**src/hdl/mem_sys_params.svh**
```systemverilog
/*
 * Cache memory system parameters. Address split, line geometry and
 * main memory bank timing
 */
`ifndef MEM_SYS_PARAMS_SVH
`define MEM_SYS_PARAMS_SVH

// Byte address = tag | index | offset
`define MS_TAG_W      5
`define MS_IDX_W      8
`define MS_OFS_W      3

`define MS_WORDS      4     // Words per line
`define MS_BANKS      4

`define MS_MEM_LAT    2     // Read issue to data
`define MS_BANK_BUSY  4
`define MS_MEM_DEPTH  2048  // Words, low address bits only

`endif

```
**src/hdl/mem_sys_pkg.sv**
```systemverilog
/*
 * Cache memory system types. Controller states and address fields
 */
`default_nettype none
`include "mem_sys_params.svh"

package mem_sys_pkg;

   typedef enum logic [2:0] {
      IDLE, COMPARE, WB_ISSUE, FILL_ISSUE, FILL_WAIT, REFILL_DONE, DONE
   } ctrl_state_t;

   typedef logic [`MS_TAG_W-1:0]         tag_t;
   typedef logic [`MS_IDX_W-1:0]         idx_t;
   typedef logic [$clog2(`MS_WORDS)-1:0] wsel_t;  // Word within a line
   typedef logic [15:0]                  word_t;

endpackage

`default_nettype wire

```
**src/hdl/burst_counter.sv**
```systemverilog
/*
 * Line burst counters. Tracks issued and returned words separately
 * so reads may overlap
 */
`timescale 1ns/1ps
`default_nettype none
`include "mem_sys_params.svh"

module burst_counter
   import mem_sys_pkg::*;
(
   input  wire   clk,
   input  wire   arst_n,
   input  wire   clear,
   input  wire   issue,
   input  wire   ret,
   output wsel_t issue_idx,
   output wsel_t ret_idx,
   output logic  issue_last,
   output logic  ret_last
);
   always_ff @(posedge clk or negedge arst_n) begin
      if (!arst_n) begin
         issue_idx <= '0;
         ret_idx   <= '0;
      end else if (clear) begin
         issue_idx <= '0;
         ret_idx   <= '0;
      end else begin
         if (issue) issue_idx <= issue_idx + 1'b1;  // Wraps after a full line
         if (ret)   ret_idx   <= ret_idx + 1'b1;
      end
   end

   assign issue_last = (issue_idx == wsel_t'(`MS_WORDS - 1));
   assign ret_last   = (ret_idx == wsel_t'(`MS_WORDS - 1));
endmodule

`default_nettype wire

```
**config.mk**
```make
export PLATFORM = sky130hd
export DESIGN_NAME = burst_counter
export DESIGN_NICKNAME = d
export VERILOG_FILES = /design/src/hdl/mem_sys_pkg.sv /design/src/hdl/burst_counter.sv
export VERILOG_INCLUDE_DIRS = /design/src /design/src/hdl
export SDC_FILE = /design/constraint.sdc
export NUM_CORES = 1
export LEC_CHECK = 0
export BUFFER_PORTS_ARGS = -buffer_cell sky130_fd_sc_hd__clkbuf_2
export CORE_AREA = 3 3 40 42
export DETAILED_ROUTE_END_ITERATION = 16
export DIE_AREA = 0 0 43 45
export GPL_TIMING_DRIVEN = 1
export PLACE_DENSITY = 0.43
export SKIP_CTS_REPAIR_TIMING = 1
export SYNTH_ARGS = -nofsm -noshare
export SYNTH_HDL_FRONTEND = slang
export SYNTH_SLANG_ARGS = --single-unit
export TNS_END_PERCENT = 20
```
**constraint.sdc**
```tcl
create_clock -name clk -period 1.2 [get_ports clk]
set_input_delay 0.24 -clock clk [delete_from_list [all_inputs] [get_ports clk]]
set_output_delay 0.24 -clock clk [all_outputs]
set_load 0.05 [all_outputs]
```
Yosys cells after proc, flatten, opt, wreduce, memory -nomap -nowiden
Index checks and enable logic that the tools add are counted.
{"block": "totals", "regBits": 4, "out_inout_bits": 6, "elab_cells": 12}
{"block": "op_classes", "addsub": 2, "eq_ne": 2, "mux": 4, "n_reduce_logical": 2}
{"operator": "$mux W2", "n": 4}
{"operator": "$add A2 B1 Y2 const B", "n": 2}
{"operator": "$eq A2 B2 Y1 const B", "n": 2}
{"operator": "$reduce_bool A2 Y1", "n": 2}

Longest topological paths before layout
Gate-level depths: netlist of the first run.
{"block": "depth", "ltp_word": 3, "ltp_mapped": 3, "depth_no_buf": 3}

Worst setup path after synthesis of the first run
No wires, ideal clock.
{"block": "synth_timing", "path_kind": "register to output", "from": "register issue_idx[0]", "to": "output issue_last", "t_arrival_ns": 1.184, "path_slack_ns": -0.224, "path_stages_with_launch": 2, "path_buffers": 0, "cell_sequence": "dfrtp_1 -> ha_1"}
{"block": "synth_between", "elab_chain_cells": 1}
{"item": "from (decl)", "line": "burst_counter.sv:17", "rtl": "output wsel_t issue_idx,"}
{"item": "from (signal assigned)", "line": "burst_counter.sv:30", "rtl": "if (issue) issue_idx <= issue_idx + 1'b1;"}
{"item": "$eq A2 B2 Y1", "line": "burst_counter.sv:35", "rtl": "assign issue_last = (issue_idx == wsel_t'(`MS_WORDS - 1));"}
{"item": "to (decl)", "line": "burst_counter.sv:19", "rtl": "output logic issue_last,"}
No other way between the ends.

Worst setup path after layout of the first run
Same ends and word-level chain as after synthesis.

==> results of run 1 <==
## layout make-up
type,count,area (µm²)
fillers,139,960
well taps,15,18.8
repair buffers,12,83.8
clock buffers,4,26.3
multi-input cells,10,92.6
flip-flops and latches,4,104
## synth_stat cells
| master | n |
|---|---|
| dfrtp_1 | 4 |
| nor2_1 | 4 |
| ha_1 | 2 |
| mux2i_1 | 2 |
| xnor2_1 | 2 |
## flip-flops by register name, summed over array words and instances, names as in the netlist
| register | flops |
|---|---|
| ret_idx | 2 |
| issue_idx | 2 |
## path summary, 6_finish.rpt
check / cells past startpoint / endpoint / start
setup / recovery: 2 / issue_last / issue_idx[0]
hold / removal: 2 / issue_idx[0] / clear
setup reg to reg: 3 / issue_idx[1] / issue_idx[0]
hold reg to reg: 2 / ret_idx[1] / ret_idx[1]
max in group asynchronous: 2 / ret_idx[0] / arst_n
min in group asynchronous: 2 / issue_idx[0] / arst_n
## worst max-delay path, cell delays in order, from the launching register on
cell	delay, ns
dfrtp_2	0.43
ha_4	0.17
buf_8	0.14
## per-stage QoR
stage	setup slack, ns	power, µW
5_1_grt	-0.0505	515
4_1_cts	-0.111	473
3_5_place_dp	0.145	280
6_report	-0.0110	474
2_1_floorplan	-0.117	244
3_3_place_gp	0.158	271
## power groups by stage
stage | registers [µW] | logic, µW | clock network (µW)
after floorplan | 208 | 36.2 | 0
after global placement | 162 | 109 | 0
after detailed placement | 164 | 116 | 0
after CTS | 162 | 116 | 195
after global routing | 167 | 141 | 208
final | 164 | 128 | 182
## kinds of logic (layout without fill, tap and decap cells)
group                      Yosys count  count (layout)  synth area share (%)
and+or+nand+nor                      4               4                  8.45
DFF                                  4               4                  56.3
xor gates and xnor gates             2               2                  9.86
buffers and inverters                0              16                     0
adders and majority gates            2               2                  14.1
muxes                                2               2                  11.3
## layer usage
metal,global-route usage (%),part of all wire (%)
met5,0,0
met2,10.2,45
met1,4.15,38
met3,5.98,17
met4,1.81,0
==> metrics.csv, run 1 <==
stage,metric,value,unit
sta,Tmin final,1.21,ns
grt,total track usage,5.77,%
grt,first-pass GRT wire length,752,µm
run_status,status,"complete, but fails checks",
setup_path,R2R setup slack,0.22,ns
floorplanning,core footprint,1280,µm²
clock_tree,clk_lat worst skew,0.23,ns
sta,Fin Clk Skew,0.0000316,ns
finish,Post-Layout Cell Count,45,
min_path,worst hold path class,in -> reg,
yosys,post-synthesis sequential area ratio,56.3,%
sta,setup ws final,-0.0110,ns
finish,number of inserted diodes,0,
clock_tree,TritonCTS clock tree,yes,
route,first-pass iteration count of the detailed router,1,
setup_path,Required @ worst endpoint,0.96,ns
setup_path,WS Path Type,reg -> out,
sta,Max Clk Rate,0.826,GHz
power_and_ir_drop,power share of the clock group,38.3,%
yosys,Cell variety after synth,5,
finish,"most common cell after layout, fill and taps aside",clkbuf_2,
sta,worst-margin pin slew,0.282,ns
floorplanning,Starting Density,13.8,%
yosys,Synth Instances,14,
yosys,Synth area leader,dfrtp_1,
yosys,Syn Std Cell Area,178,µm²
sta,Final Setup Violations,2,
yosys,"Warnings, synthesis",0,
power_and_ir_drop,switching share of power,32.4,%
power_and_ir_drop,NetSw,153,µW
floorplanning,IO Count,11,
sta,"Hold Vio Cnt, Final",0,
power_and_ir_drop,VDD IR max,586,µV
grt,largest net degree at the start of global routing,5,
grt,total global routing overflow,0,
power_and_ir_drop,Power Internal,321,µW
route,vias per cell,3.71,
grt,vias in the first global route,199,
clock_tree,CTS sink count,4,
place,Post-Place Cell Area,255,µm²
floorplanning,die area,1940,µm²
yosys,share of the synthesized area in the top cell type,56.3,%
clock_tree,TritonCTS Buffers,3,
sta,Sum Neg Setup Slack,-0.0208,ns
route,Avg WL per Cell,9.42,µm
setup_path,endpoint class of the critical path,primary output,
floorplanning,row count,13,
setup_path,arrival time at the worst endpoint,0.97,ns
power_and_ir_drop,P per Cell Area,1460,nW/µm²
run_status,failing checks,negative setup slack,
finish,synth-to-layout area growth,83.1,%
setup_path,worst-path maximum fanout,3,
power_and_ir_drop,sequential power share,34.5,%
route,# DRC,0,
sta,RSZ-0062 raised after global routing,yes,
power_and_ir_drop,combinational power share,27.1,%
route,Routed Wire Length,424,µm
clock_tree,Worst-path clk slew,0.04,ns
route,initial detailed-routing violation count,0,
floorplanning,Chip Height,45,µm
finish,most frequent cells in the layout,"7 x clkbuf_2, 4 x nor2_1, 3 x clkbuf_4, 3 x dfrtp_2",
finish,final instance area,325,µm²
yosys,"Net Count, Synth",21,
route,antenna-violating nets left,0,
route,via count,167,
place,Port Buf Inserts,10,
clock_tree,Clock Tree Root,clkbuf_4,
sta,final max-slew violation count,0,
finish,Final nets,38,
power_and_ir_drop,Lkg Pwr,0.000159,µW
place,placer congestion estimate,0.652,
finish,share of layout cells above drive strength 1,63.3,%
yosys,"FF+latch count, synth",4,
yosys,syn_area_per_cell,12.7,µm²
clock_tree,Max H-tree Level,1,
flow_run,total of max-cap violations,0,
finish,"Core Util, Final",25.3,%
clock_tree,Bufs on Longest Clock Path,2,
yosys,"top cells by area, synth","dfrtp_1 56%, ha_1 14%, mux2i_1 11%",
sta,final period utilization,101,%
sta,Worst slew margin,81.3,%
setup_path,CP Launch Type,flip-flop,
place,Placed Cells,39,
floorplanning,die extent in x,43,µm
sta,hold_ws,0.200,ns
grt,initial antenna violation count,0,
No activity file was read; power rests on OpenSTA's default activity.
==> run 2, diff against run 1 <==
--- a/config.mk
+++ b/config.mk
@@ -12,6 +12,7 @@
 export DIE_AREA = 0 0 43 45
 export GPL_TIMING_DRIVEN = 1
 export PLACE_DENSITY = 0.43
+export REMOVE_ABC_BUFFERS = 1
 export SKIP_CTS_REPAIR_TIMING = 1
 export SYNTH_ARGS = -nofsm -noshare
 export SYNTH_HDL_FRONTEND = slang
==> run 2 against run 1 <==
Net effect:
- the flow still finishes with violations (negative setup slack)
- cell area down 6.5%
- maximum frequency is 0.61% higher
- sequential share of layout area up 1.0 points
- core utilization fell by 1.7 points
- sequential power down 2%
- combinational power down 5%
- clock skew about the same
==> metrics.csv, run 2 (synthesized netlist as in run 1, its figures left out) <==
stage,metric,value,unit
finish,final instance area,304,µm²
setup_path,CP Launch Type,flip-flop,
clock_tree,Bufs on Longest Clock Path,2,
clock_tree,Clock Tree Root,clkbuf_4,
place,Placed Cells,39,
power_and_ir_drop,total power draw,444,µW
route,# DRC,0,
finish,# fillers,142,
sta,Final Setup Violations,2,
finish,Post-Layout Cell Count,44,
sta,RSZ-0062 raised after global routing,yes,
clock_tree,clk_lat worst skew,0.23,ns
route,antenna-violating nets left,0,
route,Routed Wire Length,397,µm
floorplanning,row count,13,
power_and_ir_drop,P per Cell Area,1460,nW/µm²
finish,Multi-input gate area,82.6,µm²
grt,total track usage,5.60,%
clock_tree,Max H-tree Level,1,
floorplanning,IO Count,11,
finish,"most common cell after layout, fill and taps aside",clkbuf_2,
finish,number of inserted diodes,0,
setup_path,WS Path Type,reg -> out,
clock_tree,TritonCTS Buffers,3,
setup_path,arrival time at the worst endpoint,0.96,ns
clock_tree,CTS sink count,4,
grt,total global routing overflow,0,
setup_path,Critical R2R Launch,issue_idx[1],
run_status,failing checks,negative setup slack,
place,placer congestion estimate,0.643,
finish,register area,100,µm²
sta,Tmin final,1.20,ns
clock_tree,Worst-path clk slew,0.04,ns
power_and_ir_drop,Lkg Pwr,0.000160,µW
place,dpl ws,0.141,ns
sta,"Hold Vio Cnt, Final",0,
place,Port Buf Inserts,10,
grt,largest net degree at the start of global routing,5,
sta,Worst slew margin,81.4,%
sta,final period utilization,100,%
grt,initial antenna violation count,0,
sta,worst-margin pin slew,0.281,ns
grt,first-pass GRT wire length,676,µm
setup_path,crit path launch,ret_idx[0],
finish,Final nets,38,
setup_path,endpoint class of the critical path,primary output,
floorplanning,die extent in x,43,µm
floorplanning,die area,1940,µm²
min_path,HP Start,clear,
setup_path,Required @ worst endpoint,0.96,ns
finish,Regs by FF count,"issue_idx: 2 flops, ret_idx: 2 flops",
place,Post-Place Cell Area,246,µm²
sta,final max-slew violation count,0,
sta,Fin Clk Skew,0.00000906,ns
finish,synth-to-layout area growth,71.1,%
grt,vias in the first global route,155,
finish,most frequent cells in the layout,"8 x clkbuf_2, 4 x nor2_1, 4 x dfrtp_1",
setup_path,worst-path maximum fanout,3,
finish,share of layout cells above drive strength 1,55.2,%
min_path,worst hold path class,in -> reg,
floorplanning,Chip Height,45,µm
flow_run,total of max-cap violations,0,
sta,Sum Neg Setup Slack,-0.00573,ns
sta,setup ws final,-0.00365,ns
power_and_ir_drop,VDD IR max,432,µV
route,vias per cell,3.64,
run_status,status,"complete, but fails checks",
route,via count,160,
route,first-pass iteration count of the detailed router,1,
sta,Max Clk Rate,0.831,GHz
route,Avg WL per Cell,9.02,µm
floorplanning,Starting Density,13.8,%
clock_tree,TritonCTS clock tree,yes,
floorplanning,core footprint,1280,µm²
route,initial detailed-routing violation count,0,
run 2: changes by cell type in the layout (fill, tap and decap cells not counted):
cell / change
buf_2: -1
buf_6: +1
buf_8: -1
clkbuf_1: -1
clkbuf_2: +1
dfrtp_1: +3
dfrtp_2: -3
ha_2: +1
ha_4: -1
run 2: final cells by class:
cell class / instances / area share (%)
Multi-Input combinational cell: 10 / 27.2
Tap cell: 15 / 6.17
Timing Repair Buffer: 12 / 26.3
Clock buffer: 3 / 7.41
Sequential cell: 4 / 32.9
run 2: worst max-delay path, cell delays in order, from the launching register on:
cell	delay (ns)
dfrtp_1	0.39
ha_2	0.19
buf_6	0.15
run 2: layer usage:
metal	track usage, %	up-vias	wire length [µm]
met5	0	-	0
met2	6.59	13	150
met4	5.42	0	7
li1	-	76	-
met1	5.12	69	174
met3	5.98	2	64
run 2: through the flow:
step	util (%)	hold slack, ns
2_1_floorplan	-	-0.0556
3_3_place_gp	19.2	0.0483
3_5_place_dp	19.2	0.0533
4_1_cts	20.9	-0.199
5_1_grt	23.7	0.224
6_report	23.7	0.217
run 2: where the power goes:
part           internal (µW)  switching (µW)  total (µW)
combinational           41.6            79.9         122
clock                    112            50.7         162
sequential               148            11.6         160
total                    302             142         444
run 2: path summary, 6_finish.rpt:
check / to / slack (ns) / cells past startpoint
max in group asynchronous: issue_idx[0] / 0.73 / 2
min reg2reg: ret_idx[1] / 0.56 / 2
min in group asynchronous: ret_idx[0] / 0.35 / 2
min: ret_idx[0] / 0.22 / 2
max: ret_last / -0.004 / 2
max reg2reg: issue_idx[1] / 0.23 / 3
==> run 3, diff against run 2 <==
--- a/config.mk
+++ b/config.mk
@@ -7,11 +7,13 @@
 export NUM_CORES = 1
 export LEC_CHECK = 0
 export BUFFER_PORTS_ARGS = -buffer_cell sky130_fd_sc_hd__clkbuf_2
+export CAP_MARGIN = 20
 export CORE_AREA = 3 3 40 42
+export CTS_CLUSTER_DIAMETER = 30
 export DETAILED_ROUTE_END_ITERATION = 16
 export DIE_AREA = 0 0 43 45
 export GPL_TIMING_DRIVEN = 1
-export PLACE_DENSITY = 0.43
+export PLACE_DENSITY = 0.31
 export REMOVE_ABC_BUFFERS = 1
 export SKIP_CTS_REPAIR_TIMING = 1
 export SYNTH_ARGS = -nofsm -noshare
==> run 3 against run 2 <==
Net effect:
- the flow now finishes without violations
- count of clock-buffer cells in the layout unchanged
- total power decreased by 1.2%
- cell area unchanged
- setup slack improved by 0.0051 ns
- critical path depth unchanged
- final cell count unchanged
- core utilization unchanged
- die area unchanged
- hold slack got worse by 0.0042 ns
- sequential power about the same
- sequential share of layout area unchanged
- clock skew about the same
==> metrics.csv, run 3 (synthesized netlist as in run 1, its figures left out) <==
stage,metric,value,unit
setup_path,R2R setup slack,0.24,ns
finish,Final nets,38,
grt,largest net degree at the start of global routing,5,
sta,setup ws final,0.00149,ns
power_and_ir_drop,VDD IR max,559,µV
sta,Worst slew margin,81.4,%
power_and_ir_drop,power share of the clock group,36.0,%
finish,"most common cell after layout, fill and taps aside",clkbuf_2,
place,dpl ws,0.141,ns
power_and_ir_drop,sequential power share,36.3,%
sta,Tmin final,1.20,ns
floorplanning,core footprint,1280,µm²
sta,Final Setup Violations,0,
floorplanning,die extent in x,43,µm
grt,total track usage,4.43,%
sta,RSZ-0062 raised after global routing,yes,
route,vias per cell,3.39,
grt,initial antenna violation count,0,
place,placer congestion estimate,0.607,
run_status,status,completed,
finish,share of layout cells above drive strength 1,55.2,%
floorplanning,row count,13,
setup_path,WS Path Type,reg -> out,
finish,synth-to-layout area growth,71.1,%
route,# DRC,0,
setup_path,worst-path maximum fanout,3,
power_and_ir_drop,Power Internal,301,µW
power_and_ir_drop,combinational power share,27.8,%
clock_tree,clk_lat worst skew,0.23,ns
clock_tree,Max H-tree Level,1,
floorplanning,Starting Density,13.8,%
place,Port Buf Inserts,10,
route,first-pass iteration count of the detailed router,1,
grt,vias in the first global route,151,
flow_run,total of max-cap violations,0,
finish,most frequent cells in the layout,"8 x clkbuf_2, 4 x nor2_1, 4 x dfrtp_1",
finish,"Core Util, Final",23.7,%
route,Avg WL per Cell,8.48,µm
clock_tree,TritonCTS clock tree,yes,
clock_tree,CTS sink count,4,
power_and_ir_drop,NetSw,138,µW
finish,Regs by FF count,"issue_idx: 2 flops, ret_idx: 2 flops",
setup_path,endpoint class of the critical path,primary output,
power_and_ir_drop,P per Cell Area,1440,nW/µm²
sta,"Hold Vio Cnt, Final",0,
min_path,worst hold path class,in -> reg,
power_and_ir_drop,Lkg Pwr,0.000160,µW
finish,number of inserted diodes,0,
sta,final max-slew violation count,0,
floorplanning,Chip Height,45,µm
clock_tree,Bufs on Longest Clock Path,2,
route,Routed Wire Length,373,µm
route,initial detailed-routing violation count,0,
grt,first-pass GRT wire length,586,µm
finish,# fillers,146,
sta,Max Clk Rate,0.834,GHz
route,via count,149,
clock_tree,TritonCTS Buffers,3,
setup_path,Required @ worst endpoint,0.96,ns
setup_path,arrival time at the worst endpoint,0.96,ns
clock_tree,Worst-path clk slew,0.04,ns
power_and_ir_drop,switching share of power,31.3,%
clock_tree,Clock Tree Root,clkbuf_4,
floorplanning,IO Count,11,
sta,worst-margin pin slew,0.280,ns
route,antenna-violating nets left,0,
grt,total global routing overflow,0,
setup_path,CP Launch Type,flip-flop,
sta,final period utilization,99.9,%
floorplanning,die area,1940,µm²
sta,Fin Clk Skew,0.0000365,ns
==> run 3: cell counts in the layout (fill, tap and decap cells not counted) <==
Identical to the previous run, type by type.
==> run 3: worst paths after layout <==
kind / startpoint / to / depth (start not counted)
worst max-delay path: issue_idx[0] / issue_last / 2
min in group asynchronous: arst_n / issue_idx[1] / 2
worst max register to register: issue_idx[0] / issue_idx[1] / 3
max in group asynchronous: arst_n / ret_idx[1] / 2
worst min-delay path: clear / issue_idx[0] / 2
worst min register to register: ret_idx[1] / ret_idx[1] / 2
==> run 3: power groups by stage <==
stage | Combinational [µW] | Clock (µW) | Sequential [µW]
after global placement | 111 | 0 | 160
after CTS | 112 | 168 | 159
final | 122 | 158 | 159
after floorplan | 34.8 | 0 | 205
after detailed placement | 111 | 0 | 161
after global routing | 131 | 177 | 161
==> run 3: metal layers <==
layer	global-route usage, %	part of all wire [%]	up-vias	routed length (µm)
met5	0	0	-	0
met4	3.61	0	0	0
met3	2.39	2.9	0	11
met2	7.49	64	1	239
met1	3.89	33	71	123
li1	-	-	77	-
==> run 3: critical path: stages (launching register included) <==
cell and delay (ns):
dfrtp_1 0.39, ha_2 0.19, buf_6 0.15
==> run 3: layout make-up <==
cell class | count | area [µm²] | area share [%]
Clock buffer | 3 | 22.5 | 7.41
Multi-Input combinational cell | 10 | 82.6 | 27.2
Sequential cell | 4 | 100 | 32.9
Tap cell | 15 | 18.8 | 6.17
Timing Repair Buffer | 12 | 80.1 | 26.3
==> run 3: through the flow <==
step           total power [µW]  std cells  setup TNS [ns]  hold slack (ns)  cell area (µm²)
6_report                    439         44               0            0.213              304
5_1_grt                     469         44         -0.0636            0.217              304
4_1_cts                     439         42          -0.213           -0.194              269
3_5_place_dp                272         39               0           0.0534              246
3_3_place_gp                271         39               0           0.0524              246
2_1_floorplan               240         14          -0.519          -0.0556              178
