$ cat src/hdl/mem_sys_params.svh
/*
 * Cache memory system parameters. Address split, line geometry and
 * main memory bank timing
 */
`ifndef MEM_SYS_PARAMS_SVH
`define MEM_SYS_PARAMS_SVH

// Byte address = tag | index | offset
`define MS_TAG_W      5
`define MS_IDX_W      8
`define MS_OFS_W      3

`define MS_WORDS      4     // Words per line
`define MS_BANKS      4

`define MS_MEM_LAT    2     // Read issue to data
`define MS_BANK_BUSY  4
`define MS_MEM_DEPTH  2048  // Words, low address bits only

`endif

$ cat src/hdl/mem_sys_pkg.sv
/*
 * Cache memory system types. Controller states and address fields
 */
`default_nettype none
`include "mem_sys_params.svh"

package mem_sys_pkg;

   typedef enum logic [2:0] {
      IDLE, COMPARE, WB_ISSUE, FILL_ISSUE, FILL_WAIT, REFILL_DONE, DONE
   } ctrl_state_t;

   typedef logic [`MS_TAG_W-1:0]         tag_t;
   typedef logic [`MS_IDX_W-1:0]         idx_t;
   typedef logic [$clog2(`MS_WORDS)-1:0] wsel_t;  // Word within a line
   typedef logic [15:0]                  word_t;

endpackage

`default_nettype wire

$ cat src/hdl/cache_if.sv
/*
 * Controller to cache array bundle
 */
`timescale 1ns/1ps
`default_nettype none
`include "mem_sys_params.svh"

interface cache_if;
   logic                         en;
   logic                         comp;      // Compare access, else raw
   logic                         write;
   logic                         valid_in;
   logic [`MS_IDX_W-1:0]         idx;
   logic [`MS_TAG_W-1:0]         tag;
   logic [$clog2(`MS_WORDS)-1:0] word_sel;
   logic [15:0]                  wdata;

   logic [15:0]                  rdata;
   logic [`MS_TAG_W-1:0]         tag_out;   // Tag stored at idx
   logic                         hit;
   logic                         dirty;
   logic                         valid;

   modport ctrl (output en, comp, write, valid_in, idx, tag, word_sel, wdata,
                 input  rdata, tag_out, hit, dirty, valid);

   modport array (input  en, comp, write, valid_in, idx, tag, word_sel, wdata,
                  output rdata, tag_out, hit, dirty, valid);
endinterface

`default_nettype wire

$ cat src/hdl/mem_if.sv
/*
 * Controller to banked main memory bundle
 */
`timescale 1ns/1ps
`default_nettype none

interface mem_if;
   logic [15:0] addr;     // Byte address
   logic [15:0] wdata;
   logic        rd;
   logic        wr;

   logic [15:0] rdata;
   logic        rvalid;
   logic        stall;    // Addressed bank busy

   modport ctrl (output addr, wdata, rd, wr,
                 input  rdata, rvalid, stall);

   modport mem (input  addr, wdata, rd, wr,
                output rdata, rvalid, stall);
endinterface

`default_nettype wire

$ cat src/hdl/cache_ctrl_fsm.sv
/*
 * Cache controller. Sequences hit lookups, dirty line writeback and
 * line refill, and holds the last read result
 */
`timescale 1ns/1ps
`default_nettype none
`include "mem_sys_params.svh"

module cache_ctrl_fsm
   import mem_sys_pkg::*;
(
   input  wire         clk,
   input  wire         arst_n,
   input  wire  word_t addr,
   input  wire  word_t wdata,
   input  wire         rd,
   input  wire         wr,
   cache_if.ctrl       cif,
   mem_if.ctrl         mif,
   output logic        clear,
   output logic        issue,
   output logic        ret,
   input  wire  wsel_t issue_idx,
   input  wire  wsel_t ret_idx,
   input  wire         issue_last,
   input  wire         ret_last,
   output word_t       rdata,
   output logic        done,
   output logic        busy,
   output logic        hit,
   output logic        err
);
   ctrl_state_t state, state_nxt, start_nxt;
   word_t       addr_q, wdata_q, rdata_q;
   logic        rd_q, wr_q, err_q;
   logic        req, bad;
   tag_t        tag_q;
   idx_t        idx_q;
   wsel_t       wsel_q;

   assign tag_q  = addr_q[15 -: `MS_TAG_W];
   assign idx_q  = addr_q[`MS_OFS_W +: `MS_IDX_W];
   assign wsel_q = addr_q[`MS_OFS_W-1:1];

   // A hit finishes in COMPARE, so the next request may land there
   assign busy  = (state == COMPARE) ? !cif.hit : (state != IDLE && state != DONE);
   assign req   = (rd | wr) & ~busy;
   assign bad   = (rd & wr) | addr[0];
   assign start_nxt = !req ? IDLE : (bad ? DONE : COMPARE);

   assign hit   = (state == COMPARE) & cif.hit;
   assign done  = (state == DONE) | hit;
   assign err   = (state == DONE) & err_q;
   assign rdata = (hit && rd_q) ? cif.rdata : rdata_q;

   always_ff @(posedge clk or negedge arst_n) begin
      if (!arst_n) state <= IDLE;
      else         state <= state_nxt;
   end

   always_ff @(posedge clk) begin
      if (req) begin
         addr_q  <= addr;
         wdata_q <= wdata;
         rd_q    <= rd;
         wr_q    <= wr;
         err_q   <= bad;
      end
      if (rd_q && (hit || state == REFILL_DONE))
         rdata_q <= cif.rdata;
   end

   always_comb begin
      state_nxt = state;
      case (state)
         IDLE, DONE: state_nxt = start_nxt;
         COMPARE:
            if (cif.hit)                     state_nxt = start_nxt;
            else if (cif.valid && cif.dirty) state_nxt = WB_ISSUE;
            else                             state_nxt = FILL_ISSUE;
         WB_ISSUE:   if (issue && issue_last) state_nxt = FILL_ISSUE;
         FILL_ISSUE: if (issue && issue_last) state_nxt = FILL_WAIT;
         FILL_WAIT:  if (ret && ret_last)     state_nxt = REFILL_DONE;
         REFILL_DONE: state_nxt = DONE;
         default:     state_nxt = IDLE;
      endcase
   end

   always_comb begin
      cif.en       = 1'b0;
      cif.comp     = 1'b0;
      cif.write    = 1'b0;
      cif.valid_in = 1'b0;
      cif.idx      = idx_q;
      cif.tag      = tag_q;
      cif.word_sel = wsel_q;
      cif.wdata    = wdata_q;
      mif.addr     = {tag_q, idx_q, issue_idx, 1'b0};
      mif.wdata    = cif.rdata;
      mif.rd       = 1'b0;
      mif.wr       = 1'b0;
      clear        = (state == COMPARE);
      issue        = 1'b0;
      ret          = 1'b0;
      case (state)
         COMPARE, REFILL_DONE: begin
            cif.en    = 1'b1;
            cif.comp  = 1'b1;
            cif.write = wr_q;  // Array drops it on a miss
         end
         WB_ISSUE: begin
            cif.en       = 1'b1;
            cif.word_sel = issue_idx;
            mif.addr     = {cif.tag_out, idx_q, issue_idx, 1'b0};  // Victim line
            mif.wr       = 1'b1;
            issue        = !mif.stall;
         end
         FILL_ISSUE, FILL_WAIT: begin
            cif.en       = mif.rvalid;  // Returns go straight into the line
            cif.write    = 1'b1;
            cif.valid_in = 1'b1;
            cif.word_sel = ret_idx;
            cif.wdata    = mif.rdata;
            mif.rd       = (state == FILL_ISSUE);
            issue        = mif.rd & !mif.stall;
            ret          = mif.rvalid;
         end
         default: ;
      endcase
   end
endmodule

`default_nettype wire

$ cat src/flat_wrapper.sv
// flat-port wrapper written by rule: the top's interface ports become plain ports
module cache_ctrl_fsm_flat import mem_sys_pkg::*;
  (clk, arst_n, addr, wdata, rd, wr, clear, issue, ret, issue_idx, ret_idx, issue_last, ret_last, rdata, done, busy, hit, err, cif_en, cif_comp, cif_write, cif_valid_in, cif_idx, cif_tag, cif_word_sel, cif_wdata, cif_rdata, cif_tag_out, cif_hit, cif_dirty, cif_valid, mif_addr, mif_wdata, mif_rd, mif_wr, mif_rdata, mif_rvalid, mif_stall);
  cache_if cif_i ();
  mem_if mif_i ();
  input  wire clk;
  input  wire arst_n;
  input  wire  word_t addr;
  input  wire  word_t wdata;
  input  wire rd;
  input  wire wr;
  output logic clear;
  output logic issue;
  output logic ret;
  input  wire  wsel_t issue_idx;
  input  wire  wsel_t ret_idx;
  input  wire issue_last;
  input  wire ret_last;
  output word_t rdata;
  output logic done;
  output logic busy;
  output logic hit;
  output logic err;
  output wire logic [$bits(cif_i.en)-1:0] cif_en;
  output wire logic [$bits(cif_i.comp)-1:0] cif_comp;
  output wire logic [$bits(cif_i.write)-1:0] cif_write;
  output wire logic [$bits(cif_i.valid_in)-1:0] cif_valid_in;
  output wire logic [$bits(cif_i.idx)-1:0] cif_idx;
  output wire logic [$bits(cif_i.tag)-1:0] cif_tag;
  output wire logic [$bits(cif_i.word_sel)-1:0] cif_word_sel;
  output wire logic [$bits(cif_i.wdata)-1:0] cif_wdata;
  input wire logic [$bits(cif_i.rdata)-1:0] cif_rdata;
  input wire logic [$bits(cif_i.tag_out)-1:0] cif_tag_out;
  input wire logic [$bits(cif_i.hit)-1:0] cif_hit;
  input wire logic [$bits(cif_i.dirty)-1:0] cif_dirty;
  input wire logic [$bits(cif_i.valid)-1:0] cif_valid;
  output wire logic [$bits(mif_i.addr)-1:0] mif_addr;
  output wire logic [$bits(mif_i.wdata)-1:0] mif_wdata;
  output wire logic [$bits(mif_i.rd)-1:0] mif_rd;
  output wire logic [$bits(mif_i.wr)-1:0] mif_wr;
  input wire logic [$bits(mif_i.rdata)-1:0] mif_rdata;
  input wire logic [$bits(mif_i.rvalid)-1:0] mif_rvalid;
  input wire logic [$bits(mif_i.stall)-1:0] mif_stall;
  assign cif_en = cif_i.en;
  assign cif_comp = cif_i.comp;
  assign cif_write = cif_i.write;
  assign cif_valid_in = cif_i.valid_in;
  assign cif_idx = cif_i.idx;
  assign cif_tag = cif_i.tag;
  assign cif_word_sel = cif_i.word_sel;
  assign cif_wdata = cif_i.wdata;
  assign cif_i.rdata = cif_rdata;
  assign cif_i.tag_out = cif_tag_out;
  assign cif_i.hit = cif_hit;
  assign cif_i.dirty = cif_dirty;
  assign cif_i.valid = cif_valid;
  assign mif_addr = mif_i.addr;
  assign mif_wdata = mif_i.wdata;
  assign mif_rd = mif_i.rd;
  assign mif_wr = mif_i.wr;
  assign mif_i.rdata = mif_rdata;
  assign mif_i.rvalid = mif_rvalid;
  assign mif_i.stall = mif_stall;
  cache_ctrl_fsm u_core (.clk(clk), .arst_n(arst_n), .addr(addr), .wdata(wdata), .rd(rd), .wr(wr), .cif(cif_i), .mif(mif_i), .clear(clear), .issue(issue), .ret(ret), .issue_idx(issue_idx), .ret_idx(ret_idx), .issue_last(issue_last), .ret_last(ret_last), .rdata(rdata), .done(done), .busy(busy), .hit(hit), .err(err));
endmodule
$ cat config.mk
export PLATFORM = sky130hd
export DESIGN_NAME = cache_ctrl_fsm_flat
export DESIGN_NICKNAME = d
export VERILOG_FILES = /design/src/hdl/mem_sys_pkg.sv /design/src/hdl/cache_if.sv /design/src/hdl/mem_if.sv /design/src/hdl/cache_ctrl_fsm.sv /design/src/flat_wrapper.sv
export VERILOG_INCLUDE_DIRS = /design/src /design/src/hdl
export SDC_FILE = /design/constraint.sdc
export NUM_CORES = 1
export LEC_CHECK = 0
export BUFFER_PORTS_ARGS = -buffer_cell sky130_fd_sc_hd__buf_2
export CAP_MARGIN = 15
export CORE_ASPECT_RATIO = 1.1
export CORE_MARGIN = 8
export CORE_UTILIZATION = 44
export CTS_BUF_LIST = sky130_fd_sc_hd__clkbuf_8
export CTS_CLUSTER_DIAMETER = 60
export CTS_CLUSTER_SIZE = 16
export DETAILED_ROUTE_END_ITERATION = 10
export PLACE_DENSITY_LB_ADDON = 0.15
export RECOVER_POWER = 50
export SLEW_MARGIN = 5
export SYNTH_ARGS = -nofsm -noshare
export SYNTH_HDL_FRONTEND = slang
export SYNTH_SLANG_ARGS = --single-unit
$ cat constraint.sdc
create_clock -name clk -period 3 [get_ports clk]
set_input_delay 0.6 -clock clk [delete_from_list [all_inputs] [get_ports clk]]
set_output_delay 0.6 -clock clk [all_outputs]
set_load 0.02 [all_outputs]
; ---- Yosys cells after proc, flatten, opt, wreduce, memory -nomap -nowiden
; Index checks and enable logic that the tools add are counted.
[op_classes]
shift = 0
n_bitwise = 9
n_lt_le_gt_ge = 0
n_reduce_logical = 16
mul = 0
eq_ne = 10
n_addsub = 0
div = 0
mux = 21
[ops]
columns = cell, n
row1 = $mux W16, 3
row2 = $mux W3, 6
row3 = $pmux W3 S6, 1
row4 = $eq A3 B3 Y1 const B, 3
row5 = $mux W1, 7
row6 = $eq A3 B2 Y1 const B, 2
row7 = $logic_and A1 B1 Y1, 6
row8 = $ne A2 B1 Y1 const B, 3
row9 = $pmux W1 S2, 3
row10 = $reduce_or A2 Y1, 3
row11 = $and A1 B1 Y1, 5
row12 = $pmux W2 S2, 1
row13 = $eq A3 B1 Y1 const B, 1
row14 = $logic_not A3 Y1, 1
row15 = $ne A3 B3 Y1 const B, 1
row16 = $or A1 B1 Y1, 3
row17 = $reduce_and A3 Y1, 1
row18 = $reduce_bool A3 Y1, 1
row19 = $reduce_or A3 Y1, 1
row20 = $logic_not A1 Y1, 2
row21 = $logic_or A1 B1 Y1, 1
row22 = $not A1 Y1, 1
[totals]
mem_count = 0
romBits = 0
word_cells = 63
inputBits = 84
out_inout_bits = 92
reg_bits = 54
ram_bits = 0
latch_bits = 0

; ---- Depth between registers and ports, before layout
[logic_depth]
depth_word = 8
ltp_mapped = 8

; ---- Worst setup path after synthesis
; Ideal clock, no wire load.
[synth_timing]
path_kind = in2reg
start = input port cif_hit
end = register u_core.addr_q[10] (enable)
slack_ps = 549
arrival_ps = 2062
required_time_ps = 2611
cell_stages = 4
setup_ps = 389
path_cell_list = or2b_4 o22a_1 o21bai_1 inv_1
[synth_between]
elab_chain_cells = 4
[synth_rtl]
columns = element, line
row1 = start: declaration, flat_wrapper.sv:34  ; input wire logic [$bits(cif_i.hit)-1:0] cif_hit;
row2 = $logic_not A1 Y1, cache_ctrl_fsm.sv:46  ; assign busy = (state == COMPARE) ? !cif.hit : (state != IDLE && state != DONE);
row3 = $mux W1, cache_ctrl_fsm.sv:46
row4 = net busy, flat_wrapper.sv:21  ; output logic busy;
row5 = $not A1 Y1, cache_ctrl_fsm.sv:47  ; assign req = (rd | wr) & ~busy;
row6 = $and A1 B1 Y1, cache_ctrl_fsm.sv:47
row7 = end signal: assignment, cache_ctrl_fsm.sv:63  ; addr_q <= addr;
row8 = end: declaration, cache_ctrl_fsm.sv:34  ; word_t addr_q, wdata_q, rdata_q;
; The timed path passes the listed nets, and every way through them passes these cells.
; A chain may end at the register's enable or synchronous reset.

; ---- Final worst setup path
[layout_timing]
start = register u_core.state[2]
end = output port mif_addr[15]
[layout_between]
elab_chain_cells = 2
[layout_rtl]
columns = element, line
row1 = start: declaration, cache_ctrl_fsm.sv:33  ; ctrl_state_t state, state_nxt, start_nxt;
row2 = start signal: assignment, cache_ctrl_fsm.sv:58  ; else state <= state_nxt;
row3 = $eq A3 B2 Y1, cache_ctrl_fsm.sv:105  ; case (state)
row4 = $mux W16, cache_ctrl_fsm.sv:105
row5 = end: declaration, flat_wrapper.sv:37  ; output wire logic [$bits(mif_i.addr)-1:0] mif_addr;
; No other way between the ends.

==> results.tsv <==
stage	metric	value	unit
final_layout	Layout fillers	597	
setup_path	Reg-to-Reg End	u_core.addr_q[14]	
place	Placer Congestion	0.803	
setup_path	crit start category	flop	
timing	Setup Total Neg Slack	0	ns
final_layout	share of cells above drive strength 1	0.460	
timing	RSZ-0062 raised after global routing	false	
power_and_ir_drop	power per cell area	1090	nW/um^2
setup_path	Worst Setup SP	u_core.state[2]	
global_route	GRT Util Overall	0.143	
power_and_ir_drop	clock power share	0.126	
setup_path	CP max stage delay	0.53	ns
cts	Clock transition at path regs	0.09	ns
final_layout	n_diodes	0	
drt	Vias	2042	
floorplanning	Die W	91.7	um
power_and_ir_drop	peak supply drop	0.413	mV
cts	CTS sink count	53	
timing	final hold violation count	0	
final_layout	fin nets	444	
job	Max Cap Viol	0	
floorplanning	IO Pins	176	
final_layout	post-layout util	0.561	
floorplanning	Rows	30	
logic_synthesis	top cell type's share of synthesized area	0.542	
power_and_ir_drop	Pleak	1.59	nW
setup_path	Worst R2R Start	u_core.state[2]	
timing	fin crit period	2.63	ns
power_and_ir_drop	total power	3.74	mW
setup_path	crit path buf inv count	1	
place	port bufs	174	
logic_synthesis	Syn Nets	308	
setup_path	Critical Path RT	2.40	ns
timing	Slew Limit Headroom	0.432	
place	dpl hpwl	5.60	mm
setup_path	cell family contributing the most delay on the critical path	simple AND/OR/NAND/NOR gates	
timing	setup violators final	0	
drt	first drt pass iteration count	4	
logic_synthesis	Synth Register Bits	53	
drt	DRT iter0 DRCs	77	
drt	Post-route DRC	0	
setup_path	Crit. End Element	primary output	
logic_synthesis	Synth warnings	0	
logic_synthesis	syn_area_per_cell	12.4	sq um
drt	vias per cell	4.63	
global_route	initial antenna violation count	0	
logic_synthesis	Yosys cell types	36	
logic_synthesis	EDFF count, synth	50	
setup_path	WS Path Type	flop to primary output	
logic_synthesis	largest cells by area after synthesis	edfxtp_1 (54%), buf_4 (11%), nand2_1 (7.2%)	
drt	wire per inst	15.7	um
setup_path	Arrival @ worst endpoint	2.03	ns
timing	Max Slew Vio Count	0	
logic_synthesis	dominant cell type by area after synthesis	edfxtp_1	
global_route	first-pass GRT wire length	10.6	mm
global_route	gr ovfl total	0	
min_path	HP Class	input port to asynchronous set/reset pin	
setup_path	worst r2r path cells	5	
logic_synthesis	register area share after synthesis	0.569	
status	status	finished clean	
power_and_ir_drop	sw power	1.70	mW
drt	final wirelength	6.94	mm
setup_path	flop2flop setup slack	0.89	ns
cts	CTS H-tree depth	2	
final_layout	Layout area overhead	23.8	%
place	cell count after placement	433	
floorplanning	die area	9100	sq um
power_and_ir_drop	Power Internal	2.04	mW
global_route	largest net degree at the start of global routing	35	
cts	total clock buffers created by CTS	5	
floorplanning	height of the die	99.2	um
power_and_ir_drop	sequential power share	0.339	
power_and_ir_drop	combinational power share	0.536	
cts	CTS root buf	clkbuf_8	
cts	post_cts resized	0	
cts	CTS Buffer Depth	2	
floorplanning	core area	6120	sq um
power_and_ir_drop	Sw Share	0.454	
timing	Least-Margin Pin Slew	0.852	ns
cts	Setup Buffers After CTS	0	
timing	Fmax	380	MHz
timing	fin crit share	0.877	
floorplanning	starting density of the core	0.453	
logic_synthesis	Post-Syn Instances	224	
cts	hold-fix buffers at CTS	0	
setup_path	critical-path cell list	nand2b_1 > nor2_2 > mux2_2 > buf_2	
final_layout	Final Non-Filler Cells	441	
global_route	vias in the first global route	2218	
setup_path	CP max FO	14	
logic_synthesis	Mapped Area	2770	sq um
timing	clk_skew	0.00966	ns
logic_synthesis	Post-synth ARST share	0.0566	
cts	CTS tree	yes	
cts	clk_lat worst skew	0.30	ns
drt	Detail Route Antenna Nets	0	
logic_synthesis	main flop type after synthesis	edfxtp_1	
setup_path	CP max-delay cell	dfrtp_1	
-- layout by cell type (no fill, tap or decap), types with 3 or more instances in the layout --
master and instances:
mux2_4 10, nor2_1 3, inv_1 7, a211oi_1 3
clkbuf_8 5, dfrtp_1 3, mux2_2 11, nand2_1 53
a21oi_1 3, edfxtp_1 50, nand2b_1 4, buf_2 126
clkbuf_1 49
-- how the worst max path moves through the flow --
| stage | depth (start not counted) | end | slack [ns] |
|---|---|---|---|
| 2_1_floorplan | 4 | u_core.addr_q[10] | 0.55 |
| 3_3_place_gp | 6 | rdata[4] | 0.64 |
| 3_5_place_dp | 6 | rdata[4] | 0.61 |
| 4_1_cts | 4 | mif_addr[15] | 0.34 |
| 5_1_grt | 5 | rdata[1] | 0.23 |
| 6_report | 4 | mif_addr[15] | 0.37 |
-- registers in the layout (all words and copies together), names as in the netlist --
| register | count |
|---|---|
| u_core.err_q | 1 |
| u_core.rd_q | 1 |
| u_core.wr_q | 1 |
| u_core.addr_q | 15 |
| u_core.wdata_q | 16 |
| u_core.rdata_q | 16 |
| u_core.state | 3 |
-- area by class of cell --
class | count | area (sq um) | area share
clock buffer | 5 | 68.8 | 0.0201
clock inverter | 3 | 42.5 | 0.0124
inverter | 7 | 26.3 | 0.00766
multi-input combinational | 116 | 787 | 0.229
sequential | 53 | 1580 | 0.460
tap | 80 | 100 | 0.0292
timing repair buffer | 177 | 830 | 0.242
-- per-stage QoR --
| step | hold slack, ns | setup WS (ns) | area, sq um |
|---|---|---|---|
| 2_1_floorplan | 0.304 | 0.549 | 2770 |
| 3_3_place_gp | 0.399 | 0.643 | 3390 |
| 3_5_place_dp | 0.403 | 0.613 | 3390 |
| 4_1_cts | 0.0655 | 0.338 | 3500 |
| 5_1_grt | 0.0853 | 0.235 | 3430 |
| 6_report | 0.0909 | 0.369 | 3430 |
-- cells in the mapped netlist (2+ instances only) --
library cell and instances:
a211oi_1 3, a21oi_1 3, a22oi_1 2, a22oi_2 2, buf_2 2, buf_4 41
buf_6 5, dfrtp_1 3, edfxtp_1 50, inv_1 6, mux2_2 11, mux2_4 10
nand2_1 53, nand2b_1 3, nand3b_1 2, nor2_1 3, nor2_4 2, nor3_1 2
o21ai_0 2, o21bai_1 2, o22ai_1 2
-- power groups by stage --
stage	Clock [mW]	Sequential, mW	Combinational [mW]
2_1_floorplan	0	1.22	1.65
3_3_place_gp	0	1.27	2.06
3_5_place_dp	0	1.28	2.07
4_1_cts	0.486	1.27	2.08
5_1_grt	0.507	1.30	2.18
6_report	0.470	1.27	2.00
-- cells by family (layout without fill, tap and decap cells) --
family,count (synthesis),in the layout,share of synthesized area
multiplexers,21,21,0.0989
flip-flops,53,53,0.569
other,1,1,0.00135
buffers and inverters,55,192,0.144
AO/OA/AOI/OAI,20,20,0.0551
XOR/XNOR,2,2,0.00632
AND/OR/NAND/NOR,72,72,0.125
-- routing by layer --
metal	global-route usage	vias to the layer above	part of all wire
li1	-	999	-
met1	0.145	924	0.39
met2	0.255	114	0.48
met3	0.0746	5	0.11
met4	0.0303	0	0.0073
met5	0	-	0
(Power assumes the default switching activity.)
